==> src/source/ao_periph_pkg.sv <==
// ====================
// AO peripheral package: bus structs, address map,
// register offsets and power states
// ====================
`default_nettype none

package ao_periph_pkg;

  typedef struct packed {
    logic        req;
    logic        we;
    logic [3:0]  be;
    logic [31:0] addr;
    logic [31:0] wdata;
  } obi_req_t;

  typedef struct packed {
    logic        gnt;
    logic        rvalid;
    logic        err;
    logic [31:0] rdata;
  } obi_resp_t;

  typedef struct packed {
    logic        valid;
    logic        write;
    logic [3:0]  wstrb;
    logic [31:0] addr;
    logic [31:0] wdata;
  } reg_req_t;

  typedef struct packed {
    logic        ready;
    logic        error;
    logic [31:0] rdata;
  } reg_rsp_t;

  // Address map
  localparam int unsigned AO_NUM_PERIPH = 3;
  localparam int unsigned SOC_CTRL_IDX = 0;
  localparam int unsigned TIMER_IDX = 1;
  localparam int unsigned POWER_IDX = 2;
  localparam logic [31:0] AO_BASE = 32'h2000_0000;
  localparam int unsigned PERIPH_WINDOW_BITS = 12;
  localparam int unsigned PERIPH_SEL_BITS = 2;

  localparam logic [PERIPH_WINDOW_BITS-1:0] SOC_EXIT_VALID_OFS = 12'h000;
  localparam logic [PERIPH_WINDOW_BITS-1:0] SOC_EXIT_VALUE_OFS = 12'h004;
  localparam logic [PERIPH_WINDOW_BITS-1:0] SOC_BOOT_SEL_OFS = 12'h008;

  localparam logic [PERIPH_WINDOW_BITS-1:0] TMR_CTRL_OFS = 12'h000;
  localparam logic [PERIPH_WINDOW_BITS-1:0] TMR_PRESCALE_OFS = 12'h004;
  localparam logic [PERIPH_WINDOW_BITS-1:0] TMR_MTIME_LO_OFS = 12'h008;
  localparam logic [PERIPH_WINDOW_BITS-1:0] TMR_MTIME_HI_OFS = 12'h00C;
  localparam logic [PERIPH_WINDOW_BITS-1:0] TMR_CMP_LO_OFS = 12'h010;
  localparam logic [PERIPH_WINDOW_BITS-1:0] TMR_CMP_HI_OFS = 12'h014;

  localparam logic [PERIPH_WINDOW_BITS-1:0] PWR_EN_OFS = 12'h000;
  localparam logic [PERIPH_WINDOW_BITS-1:0] PWR_STATE_OFS = 12'h004;
  localparam logic [PERIPH_WINDOW_BITS-1:0] PWR_WAKE_CNT_OFS = 12'h008;

  typedef enum logic [2:0] {
    ACTIVE,
    RST_ON,
    SWITCH_OFF,
    SLEEP,
    SWITCH_ON,
    RST_OFF
  } pwr_state_e;

  // Byte-lane merge of a write into an old register value
  function automatic logic [31:0] apply_wstrb(logic [31:0] old_val, logic [31:0] new_val,
                                              logic [3:0] strb);
    logic [31:0] res;
    res = old_val;
    for (int b = 0; b < 4; b++) begin
      if (strb[b]) res[8*b+:8] = new_val[8*b+:8];
    end
    return res;
  endfunction

endpackage : ao_periph_pkg

`default_nettype wire
==> src/source/ao_peripheral_subsystem.sv <==
// ====================
// Always-on peripheral subsystem top
// ====================
`default_nettype none

module ao_peripheral_subsystem
  import ao_periph_pkg::*;
(
  input  logic        clk_i,
  input  logic        arst_n_i,
  input  obi_req_t    slave_req_i,
  output obi_resp_t   slave_resp_o,
  input  logic        boot_select_i,
  output logic        exit_valid_o,
  output logic [31:0] exit_value_o,
  input  logic        core_sleep_i,
  output logic        cpu_subsystem_powergate_switch_o,
  output logic        cpu_subsystem_rst_no,
  output logic        rv_timer_irq_o
);

  reg_req_t                     periph_req;
  reg_rsp_t                     periph_rsp;
  reg_req_t [AO_NUM_PERIPH-1:0] slv_req;
  reg_rsp_t [AO_NUM_PERIPH-1:0] slv_rsp;
  logic                         irq_timer;

  obi_to_reg obi_to_reg_i (
    .clk_i,
    .arst_n_i,
    .obi_req_i (slave_req_i),
    .obi_resp_o(slave_resp_o),
    .reg_req_o (periph_req),
    .reg_rsp_i (periph_rsp)
  );

  reg_demux reg_demux_i (
    .reg_req_i(periph_req),
    .reg_rsp_o(periph_rsp),
    .slv_req_o(slv_req),
    .slv_rsp_i(slv_rsp)
  );

  soc_ctrl soc_ctrl_i (
    .clk_i,
    .arst_n_i,
    .reg_req_i(slv_req[SOC_CTRL_IDX]),
    .reg_rsp_o(slv_rsp[SOC_CTRL_IDX]),
    .boot_select_i,
    .exit_valid_o,
    .exit_value_o
  );

  rv_timer rv_timer_i (
    .clk_i,
    .arst_n_i,
    .reg_req_i  (slv_req[TIMER_IDX]),
    .reg_rsp_o  (slv_rsp[TIMER_IDX]),
    .irq_timer_o(irq_timer)
  );

  power_manager power_manager_i (
    .clk_i,
    .arst_n_i,
    .reg_req_i  (slv_req[POWER_IDX]),
    .reg_rsp_o  (slv_rsp[POWER_IDX]),
    .irq_timer_i(irq_timer),
    .core_sleep_i,
    .cpu_subsystem_powergate_switch_o,
    .cpu_subsystem_rst_no
  );

  assign rv_timer_irq_o = irq_timer;

endmodule : ao_peripheral_subsystem

`default_nettype wire

==> src/source/power_manager.sv <==
// ====================
// Power manager: gates the CPU subsystem while the core
// sleeps, wakes it on the timer interrupt
// ====================
`default_nettype none

module power_manager
  import ao_periph_pkg::*;
(
  input  logic     clk_i,
  input  logic     arst_n_i,
  input  reg_req_t reg_req_i,
  output reg_rsp_t reg_rsp_o,
  input  logic     irq_timer_i,
  input  logic     core_sleep_i,
  output logic     cpu_subsystem_powergate_switch_o,
  output logic     cpu_subsystem_rst_no
);

  logic [PERIPH_WINDOW_BITS-1:0] offset;
  logic                          wr_en;
  logic                          en_q;
  pwr_state_e                    state_q;
  pwr_state_e                    state_d;
  logic [15:0]                   wake_cnt_q;
  logic                          switch_q;
  logic                          rst_n_q;

  assign offset = reg_req_i.addr[PERIPH_WINDOW_BITS-1:0];
  assign wr_en  = reg_req_i.valid & reg_req_i.write;

  // One cycle per state, except ACTIVE and SLEEP
  always_comb begin
    state_d = state_q;
    unique case (state_q)
      ACTIVE:     if (core_sleep_i && en_q) state_d = RST_ON;
      RST_ON:     state_d = SWITCH_OFF;
      SWITCH_OFF: state_d = SLEEP;
      SLEEP:      if (irq_timer_i) state_d = SWITCH_ON;
      SWITCH_ON:  state_d = RST_OFF;
      RST_OFF:    state_d = ACTIVE;
      default:    state_d = ACTIVE;
    endcase
  end

  always_ff @(posedge clk_i or negedge arst_n_i) begin
    if (!arst_n_i) begin
      en_q       <= 1'b0;
      state_q    <= ACTIVE;
      wake_cnt_q <= 16'h0;
      switch_q   <= 1'b0;
      rst_n_q    <= 1'b1;
    end else begin
      if (wr_en && offset == PWR_EN_OFS && reg_req_i.wstrb[0]) en_q <= reg_req_i.wdata[0];
      state_q <= state_d;
      if (state_q == RST_OFF) wake_cnt_q <= wake_cnt_q + 16'd1;
      // Outputs follow the state being entered
      switch_q <= (state_d == SWITCH_OFF) || (state_d == SLEEP);
      rst_n_q  <= !(state_d inside {RST_ON, SWITCH_OFF, SLEEP, SWITCH_ON});
    end
  end

  always_comb begin
    reg_rsp_o.ready = 1'b1;
    reg_rsp_o.error = 1'b0;
    unique case (offset)
      PWR_EN_OFS:       reg_rsp_o.rdata = {31'h0, en_q};
      PWR_STATE_OFS:    reg_rsp_o.rdata = {29'h0, state_q};
      PWR_WAKE_CNT_OFS: reg_rsp_o.rdata = {16'h0, wake_cnt_q};
      default:          reg_rsp_o.rdata = 32'h0;
    endcase
  end

  assign cpu_subsystem_powergate_switch_o = switch_q;
  assign cpu_subsystem_rst_no             = rst_n_q;

  // Reset must already be held when the switch opens
  a_switch_in_reset : assert property (@(posedge clk_i) disable iff (!arst_n_i)
    cpu_subsystem_powergate_switch_o |-> !cpu_subsystem_rst_no && $past(!cpu_subsystem_rst_no));

endmodule : power_manager

`default_nettype wire

==> src/source/rv_timer.sv <==
// ====================
// Machine timer: prescaled 64-bit mtime, compare, irq
// ====================
`default_nettype none

module rv_timer
  import ao_periph_pkg::*;
(
  input  logic     clk_i,
  input  logic     arst_n_i,
  input  reg_req_t reg_req_i,
  output reg_rsp_t reg_rsp_o,
  output logic     irq_timer_o
);

  logic [PERIPH_WINDOW_BITS-1:0] offset;
  logic                          wr_en;
  logic                          tick;
  logic [1:0]                    ctrl_q;
  logic [7:0]                    prescale_q;
  logic [7:0]                    presc_cnt_q;
  logic [63:0]                   mtime_q;
  logic [63:0]                   cmp_q;
  logic                          irq_q;

  assign offset = reg_req_i.addr[PERIPH_WINDOW_BITS-1:0];
  assign wr_en  = reg_req_i.valid & reg_req_i.write;
  // One tick every PRESCALE+1 cycles
  assign tick   = ctrl_q[0] && (presc_cnt_q >= prescale_q);

  always_ff @(posedge clk_i or negedge arst_n_i) begin
    if (!arst_n_i) begin
      ctrl_q      <= 2'b00;
      prescale_q  <= 8'h0;
      presc_cnt_q <= 8'h0;
      mtime_q     <= 64'h0;
      cmp_q       <= '1;
      irq_q       <= 1'b0;
    end else begin
      presc_cnt_q <= (!ctrl_q[0] || tick) ? 8'h0 : presc_cnt_q + 8'd1;
      if (wr_en && offset == TMR_CTRL_OFS && reg_req_i.wstrb[0]) ctrl_q <= reg_req_i.wdata[1:0];
      if (wr_en && offset == TMR_PRESCALE_OFS && reg_req_i.wstrb[0]) begin
        prescale_q <= reg_req_i.wdata[7:0];
      end
      if (wr_en && offset == TMR_CMP_LO_OFS) begin
        cmp_q[31:0] <= apply_wstrb(cmp_q[31:0], reg_req_i.wdata, reg_req_i.wstrb);
      end
      if (wr_en && offset == TMR_CMP_HI_OFS) begin
        cmp_q[63:32] <= apply_wstrb(cmp_q[63:32], reg_req_i.wdata, reg_req_i.wstrb);
      end
      // Software write wins over the count
      if (wr_en && offset == TMR_MTIME_LO_OFS) begin
        mtime_q[31:0] <= apply_wstrb(mtime_q[31:0], reg_req_i.wdata, reg_req_i.wstrb);
      end else if (wr_en && offset == TMR_MTIME_HI_OFS) begin
        mtime_q[63:32] <= apply_wstrb(mtime_q[63:32], reg_req_i.wdata, reg_req_i.wstrb);
      end else if (tick) begin
        mtime_q <= mtime_q + 64'd1;
      end
      irq_q <= ctrl_q[1] && (mtime_q >= cmp_q);
    end
  end

  always_comb begin
    reg_rsp_o.ready = 1'b1;
    reg_rsp_o.error = 1'b0;
    unique case (offset)
      TMR_CTRL_OFS:     reg_rsp_o.rdata = {30'h0, ctrl_q};
      TMR_PRESCALE_OFS: reg_rsp_o.rdata = {24'h0, prescale_q};
      TMR_MTIME_LO_OFS: reg_rsp_o.rdata = mtime_q[31:0];
      TMR_MTIME_HI_OFS: reg_rsp_o.rdata = mtime_q[63:32];
      TMR_CMP_LO_OFS:   reg_rsp_o.rdata = cmp_q[31:0];
      TMR_CMP_HI_OFS:   reg_rsp_o.rdata = cmp_q[63:32];
      default:          reg_rsp_o.rdata = 32'h0;
    endcase
  end

  assign irq_timer_o = irq_q;

  a_irq_needs_ie : assert property (@(posedge clk_i) disable iff (!arst_n_i)
    !ctrl_q[1] |=> !irq_timer_o);

endmodule : rv_timer

`default_nettype wire

==> src/source/soc_ctrl.sv <==
// ====================
// SoC control: boot select, exit value and flag
// ====================
`default_nettype none

module soc_ctrl
  import ao_periph_pkg::*;
(
  input  logic        clk_i,
  input  logic        arst_n_i,
  input  reg_req_t    reg_req_i,
  output reg_rsp_t    reg_rsp_o,
  input  logic        boot_select_i,
  output logic        exit_valid_o,
  output logic [31:0] exit_value_o
);

  logic [PERIPH_WINDOW_BITS-1:0] offset;
  logic                          wr_en;
  logic                          exit_valid_q;
  logic [31:0]                   exit_value_q;

  assign offset = reg_req_i.addr[PERIPH_WINDOW_BITS-1:0];
  assign wr_en  = reg_req_i.valid & reg_req_i.write;

  always_ff @(posedge clk_i or negedge arst_n_i) begin
    if (!arst_n_i) begin
      exit_valid_q <= 1'b0;
      exit_value_q <= 32'h0;
    end else if (wr_en) begin
      if (offset == SOC_EXIT_VALID_OFS && reg_req_i.wstrb[0]) exit_valid_q <= reg_req_i.wdata[0];
      if (offset == SOC_EXIT_VALUE_OFS) begin
        exit_value_q <= apply_wstrb(exit_value_q, reg_req_i.wdata, reg_req_i.wstrb);
      end
    end
  end

  always_comb begin
    reg_rsp_o.ready = 1'b1;
    reg_rsp_o.error = 1'b0;
    unique case (offset)
      SOC_EXIT_VALID_OFS: reg_rsp_o.rdata = {31'h0, exit_valid_q};
      SOC_EXIT_VALUE_OFS: reg_rsp_o.rdata = exit_value_q;
      SOC_BOOT_SEL_OFS:   reg_rsp_o.rdata = {31'h0, boot_select_i};
      default:            reg_rsp_o.rdata = 32'h0;
    endcase
  end

  assign exit_valid_o = exit_valid_q;
  assign exit_value_o = exit_value_q;

endmodule : soc_ctrl

`default_nettype wire

==> src/source/reg_demux.sv <==
// ====================
// Register bus demux: decodes the peripheral window,
// flags unmapped addresses
// ====================
`default_nettype none

module reg_demux
  import ao_periph_pkg::*;
(
  input  reg_req_t                     reg_req_i,
  output reg_rsp_t                     reg_rsp_o,
  output reg_req_t [AO_NUM_PERIPH-1:0] slv_req_o,
  input  reg_rsp_t [AO_NUM_PERIPH-1:0] slv_rsp_i
);

  localparam int unsigned SEL_LSB = PERIPH_WINDOW_BITS;
  localparam int unsigned BASE_LSB = PERIPH_WINDOW_BITS + PERIPH_SEL_BITS;

  logic                       in_base;
  logic [PERIPH_SEL_BITS-1:0] idx;
  logic                       mapped;
  logic [AO_NUM_PERIPH-1:0]   sel_valid;

  assign in_base = (reg_req_i.addr[31:BASE_LSB] == AO_BASE[31:BASE_LSB]);
  assign idx     = reg_req_i.addr[SEL_LSB+PERIPH_SEL_BITS-1:SEL_LSB];
  assign mapped  = in_base && (32'(idx) < AO_NUM_PERIPH);

  always_comb begin
    for (int i = 0; i < AO_NUM_PERIPH; i++) begin
      slv_req_o[i]       = reg_req_i;
      sel_valid[i]       = reg_req_i.valid && mapped && (32'(idx) == i);
      slv_req_o[i].valid = sel_valid[i];
    end
  end

  // Unmapped accesses are answered here with an error
  always_comb begin
    reg_rsp_o.ready = 1'b1;
    reg_rsp_o.error = 1'b1;
    reg_rsp_o.rdata = 32'h0;
    for (int i = 0; i < AO_NUM_PERIPH; i++) begin
      if (mapped && (32'(idx) == i)) reg_rsp_o = slv_rsp_i[i];
    end
  end

  always_comb begin
    assert ($onehot0(sel_valid))
    else $error("reg_demux: more than one slave selected");
  end

endmodule : reg_demux

`default_nettype wire

==> src/source/obi_to_reg.sv <==
// ====================
// OBI to register bus bridge, single cycle
// ====================
`default_nettype none

module obi_to_reg
  import ao_periph_pkg::*;
(
  input  logic      clk_i,
  input  logic      arst_n_i,
  input  obi_req_t  obi_req_i,
  output obi_resp_t obi_resp_o,
  output reg_req_t  reg_req_o,
  input  reg_rsp_t  reg_rsp_i
);

  logic        gnt;
  logic        rvalid_q;
  logic        err_q;
  logic [31:0] rdata_q;

  assign reg_req_o.valid = obi_req_i.req;
  assign reg_req_o.write = obi_req_i.we;
  assign reg_req_o.wstrb = obi_req_i.be;
  assign reg_req_o.addr  = obi_req_i.addr;
  assign reg_req_o.wdata = obi_req_i.wdata;

  // Slaves answer in the same cycle, so grant right away
  assign gnt = obi_req_i.req & reg_rsp_i.ready;

  always_ff @(posedge clk_i or negedge arst_n_i) begin
    if (!arst_n_i) begin
      rvalid_q <= 1'b0;
      err_q    <= 1'b0;
    end else begin
      rvalid_q <= gnt;
      err_q    <= gnt & reg_rsp_i.error;
    end
  end

  // Write responses return zero data
  always_ff @(posedge clk_i) begin
    rdata_q <= (gnt && !obi_req_i.we && !reg_rsp_i.error) ? reg_rsp_i.rdata : 32'h0;
  end

  assign obi_resp_o.gnt    = gnt;
  assign obi_resp_o.rvalid = rvalid_q;
  assign obi_resp_o.err    = err_q;
  assign obi_resp_o.rdata  = rdata_q;

  a_rvalid_after_gnt : assert property (@(posedge clk_i) disable iff (!arst_n_i)
    obi_resp_o.rvalid |-> $past(obi_resp_o.gnt));

endmodule : obi_to_reg

`default_nettype wire

==> config.mk <==
export PLATFORM = sky130hd
export DESIGN_NAME = ao_peripheral_subsystem
export DESIGN_NICKNAME = d
export VERILOG_FILES = /design/src/source/ao_periph_pkg.sv /design/src/source/ao_peripheral_subsystem.sv /design/src/source/power_manager.sv /design/src/source/rv_timer.sv /design/src/source/soc_ctrl.sv /design/src/source/reg_demux.sv /design/src/source/obi_to_reg.sv
export SDC_FILE = /design/constraint.sdc
export NUM_CORES = 1
export LEC_CHECK = 0
export BUFFER_PORTS_ARGS = -buffer_cell sky130_fd_sc_hd__buf_2
export CORE_MARGIN = 4
export CORE_UTILIZATION = 35
export DETAILED_ROUTE_END_ITERATION = 10
export PLACE_DENSITY = 0.62
export SLEW_MARGIN = 0
export SYNTH_ARGS = -nofsm -noshare
export SYNTH_HDL_FRONTEND = slang
export SYNTH_SLANG_ARGS = --single-unit
==> constraint.sdc <==
create_clock -name clk_i -period 4.75 [get_ports clk_i]
set_clock_uncertainty 0.05 [all_clocks]
set_input_delay 1.425 -clock clk_i [delete_from_list [all_inputs] [get_ports clk_i]]
set_output_delay 1.425 -clock clk_i [all_outputs]
set_load 0.01 [all_outputs]
==> impl_metrics.csv <==
group,metric,value,unit
outcome,status,"completed",
logic_synthesis,synth_top_area_share,25.8,%
detailed_routing,wl_per_cell,20.6,µm
hold_path,min_from,"soc_ctrl_i.exit_value_o[31]",
die,io_pins,145,
logic_synthesis,synth.distinct_cells,83,
cts,cts_buffers,28,
power_and_ir_drop,power.static_leakage,0.00683,µW
power_and_ir_drop,p_int,3450,µW
timing,max_freq,0.261,GHz
global_routing,grt_pass1_vias,11435,
cts,ctsResizeCount,0,
detailed_routing,dr.pass1.iters,5,
cts,cts.sinks,236,
logic_synthesis,synthArstFlopShare,86.4,%
logic_synthesis,synth_common_cells,"139 x dfrtp_1, 111 x mux2_2, 101 x nand2_1, 79 x nor2_1, 78 x inv_1",
cts,cts.reportedPaths.clkPinSlew,60,ps
timing,hold_viol,0,
critical_path,path_class,"in -> reg",
cts,cts_tree,"yes",
placed_design,gp_congestion,0.902,
logic_synthesis,ys_ff_latch,236,
power_and_ir_drop,seqPwrFrac,45.5,%
power_and_ir_drop,switching_share,22.2,%
timing,maxSlewViolCount,0,
critical_path,r2r_start,"rv_timer_i.mtime_q[5]",
logic_synthesis,ys_seq_area_share,43.2,%
flow_run,cap_violations,0,
timing,fin_crit_sh,80.7,%
global_routing,antenna_found_initial,2,
critical_path,crit_fanout,26,
logic_synthesis,yosys.area.top_type,"dfrtp_1",
timing,period_minus_slack,3830,ps
detailed_routing,vias,11553,
hold_path,hold_path.class,"reg -> reg",
global_routing,grtUsageTotal,19.7,%
timing,tightest_slew,1250,ps
timing,final.setup.tns,0,ps
logic_synthesis,synth_cells,1362,
power_and_ir_drop,p_switching,985,µW
logic_synthesis,yosys.area_share.xor_xnor,1.36,%
critical_path,critPathRequiredTime,5180,ps
logic_synthesis,synthMuxAreaShare,9.98,%
power_and_ir_drop,clkPwrFrac,51.3,%
logic_synthesis,synth_top_family_by_area,"compound AO/OA/AOI/OAI gates",
die,die-width,204,µm
power_and_ir_drop,power.density,281,mW/mm²
global_routing,grt_max_degree,99,
logic_synthesis,ys_warn_count,0,
detailed_routing,drt_wl_total,41900,µm
detailed_routing,antenna_left,0,
logic_synthesis,yosysMostFrequentCell,"dfrtp_1",
logic_synthesis,synthSimpleGateAreaFrac,15.8,%
detailed_routing,via_per_inst,5.69,
placed_design,place_area,0.0148,mm²
logic_synthesis,syn_area_per_cell,9.89,µm²
critical_path,cp_cell_sequence,"buf_2 -> nor4_1 -> nand4_1 -> or4b_2 -> buf_4 -> a211oi_2 -> buf_4 -> a21oi_1 -> a21oi_1",
cts,htree_num_levels,1,
timing,rsz0062_at_grt,"no",
logic_synthesis,synth-compound-area-share,18.2,%
critical_path,cp-end-kind,"flip-flop",
critical_path,crit_arrival,4260,ps
timing,final-setup-viol-count,0,
finish,layout-drive-gt1-share,27.7,%
critical_path,crit_buf_inv,3,
finish,area_growth_syn_to_layout,17.2,%
detailed_routing,remaining_drc_errors,0,
cts,clock_path_buffers,3,
critical_path,startpoint_type,"primary input",
global_routing,grt_pass1_wl,65700,µm
placed_design,numPortBuffers,144,
critical_path,crit_start,"slave_req_i[47]",
logic_synthesis,synthFlopType,"dfrtp_1",
logic_synthesis,synth_area,0.0135,mm²
die,core_area,0.0378,mm²
placed_design,dp.final_hpwl,31000,µm
power_and_ir_drop,comb_power_share,3.2,%
finish,n_fill_cell,3779,
power_and_ir_drop,ir_drop,0.205,mV
critical_path,path_delay_family,"simple AND/OR/NAND/NOR gates",
timing,max_slew_margin,15.6,%
logic_synthesis,synth_edf_count,0,
finish,fin_nets,1646,
cts,clock_latency,560,ps
finish,final_area,0.0158,mm²
die,core.rowCount,71,
cts,clockRootBuffer,"clkbuf_16",
detailed_routing,drtIter0Drc,877,
logic_synthesis,syn_nets,1511,
logic_synthesis,synthTopCellsByArea,"dfrtp_1 26%, dfstp_2 13%, mux2_2 9.3%",
critical_path,crit_path_max_incr_delay,1060,ps
cts,ctsHoldBuffers,0,
global_routing,overflow,0,
critical_path,crit_slowest_cell,"or4b_2",
cts,post-cts-setup-buffer-count,0,
die,die_area,0.0417,mm²
logic_synthesis,yosys.area_share.adder,6.96,%
die,die_h,204,µm
die,initial_core_util,35.6,%
## logic make-up (layout without fill, tap and decap cells)
kind of cell,after synthesis,count (layout)
AO/OA/AOI/OAI,356,356
XOR/XNOR,21,21
adder cells (fa/ha/maj),75,75
buffers and inverters,147,304
flip-flops,236,236
multiplexers,118,118
other,0,1
AND/OR/NAND/NOR,409,409
## routing by layer
| metal | vias up | wire, µm | part of all wire [%] | GRT usage (%) |
|---|---|---|---|---|
| met2 | 374 | 19600 | 47 | 32.2 |
| met4 | 2 | 1380 | 3.3 | 6.46 |
| met1 | 5714 | 18700 | 45 | 27.3 |
| li1 | 5377 | - | - | - |
| met5 | - | 13 | 0.031 | 0 |
| met3 | 86 | 2240 | 5.3 | 2.57 |
## power groups by stage
stage / Combinational (µW) / Sequential, µW / Clock (µW)
floorplan: 38.2 / 2050 / 0
global placement: 145 / 2050 / 0
detailed placement: 145 / 2050 / 0
CTS: 146 / 2020 / 2320
global route: 160 / 2020 / 2410
finish: 142 / 2020 / 2280
## flip-flops by register name (all words and copies together) (netlist names), 2 cells and up
register / flops
rv_timer_i.presc_cnt_q: 8
rv_timer_i.ctrl_q: 2
obi_to_reg_i.rdata_q: 32
power_manager_i.wake_cnt_q: 16
rv_timer_i.mtime_q: 64
soc_ctrl_i.exit_value_o: 32
power_manager_i.state_q: 3
rv_timer_i.cmp_q: 64
rv_timer_i.prescale_q: 8
## worst register-to-register path: cells and delay by family, from the launching register on
| family | cells | cell delay [ps] |
|---|---|---|
| AOI/OAI and AO/OA | 2 | 330 |
| and+or+nand+nor | 5 | 2380 |
| DFF | 1 | 480 |
## layout make-up
cell class                 count  area [µm²]  share of cell area, %
sequential                   236        5830                   36.9
clock buffer                  39         843                   5.34
clock inverter                13         145                  0.919
multi-input combinational    979        7060                   44.7
timing repair buffer         174         980                   6.20
inverter                      78         293                   1.85
tap                          511         639                   4.05
antenna                        1        2.50                 0.0158
## layout by cell type, fill, tap and decap left out, types with 5 or more instances in the layout
cell type and instances:
a211o_1 5, a211oi_1 39, a21o_1 15, a21oi_1 74
a221oi_1 26, a222oi_1 8, a22o_1 24, a22oi_1 15
a31oi_1 8, and2_1 18, and3_1 33, and4_1 14
buf_2 143, buf_4 28, clkbuf_16 29, clkbuf_8 9
clkinv_2 8, dfrtp_1 139, dfstp_2 65, dfxtp_1 32
ha_1 75, inv_1 78, mux2_2 111, mux2i_1 5
nand2_1 101, nand2b_1 6, nand3_1 46, nand4_1 38
nor2_1 78, nor2b_1 6, nor3_1 23, nor4_1 16
o21ai_0 71, o22ai_1 14, or3_1 6, xnor2_1 12
xor2_1 9
## through the flow
stage	power [µW]	instances	utilization (%)	hold slack, ps	worst slack, ps
2_1_floorplan	2090	1362	-	396	1080
3_3_place_gp	2200	1978	39.1	419	450
3_5_place_dp	2200	1978	39.1	431	352
4_1_cts	4480	2030	41.7	443	939
5_1_grt	4590	2031	41.7	462	741
6_report	4440	2031	41.7	439	917
## path summary, 6_finish.rpt
kind,end,slack [ps],depth (start not counted)
max in group asynchronous,rv_timer_i.cmp_q[11],2790,2
min reg2reg,obi_to_reg_i.rdata_q[31],440,2
max reg2reg,rv_timer_i.mtime_q[28],1400,7
min,obi_to_reg_i.rdata_q[31],440,2
max,rv_timer_i.mtime_q[46],920,9
min in group asynchronous,power_manager_i.wake_cnt_q[3],910,1
Note: power is estimated with default switching activity, not from simulation.
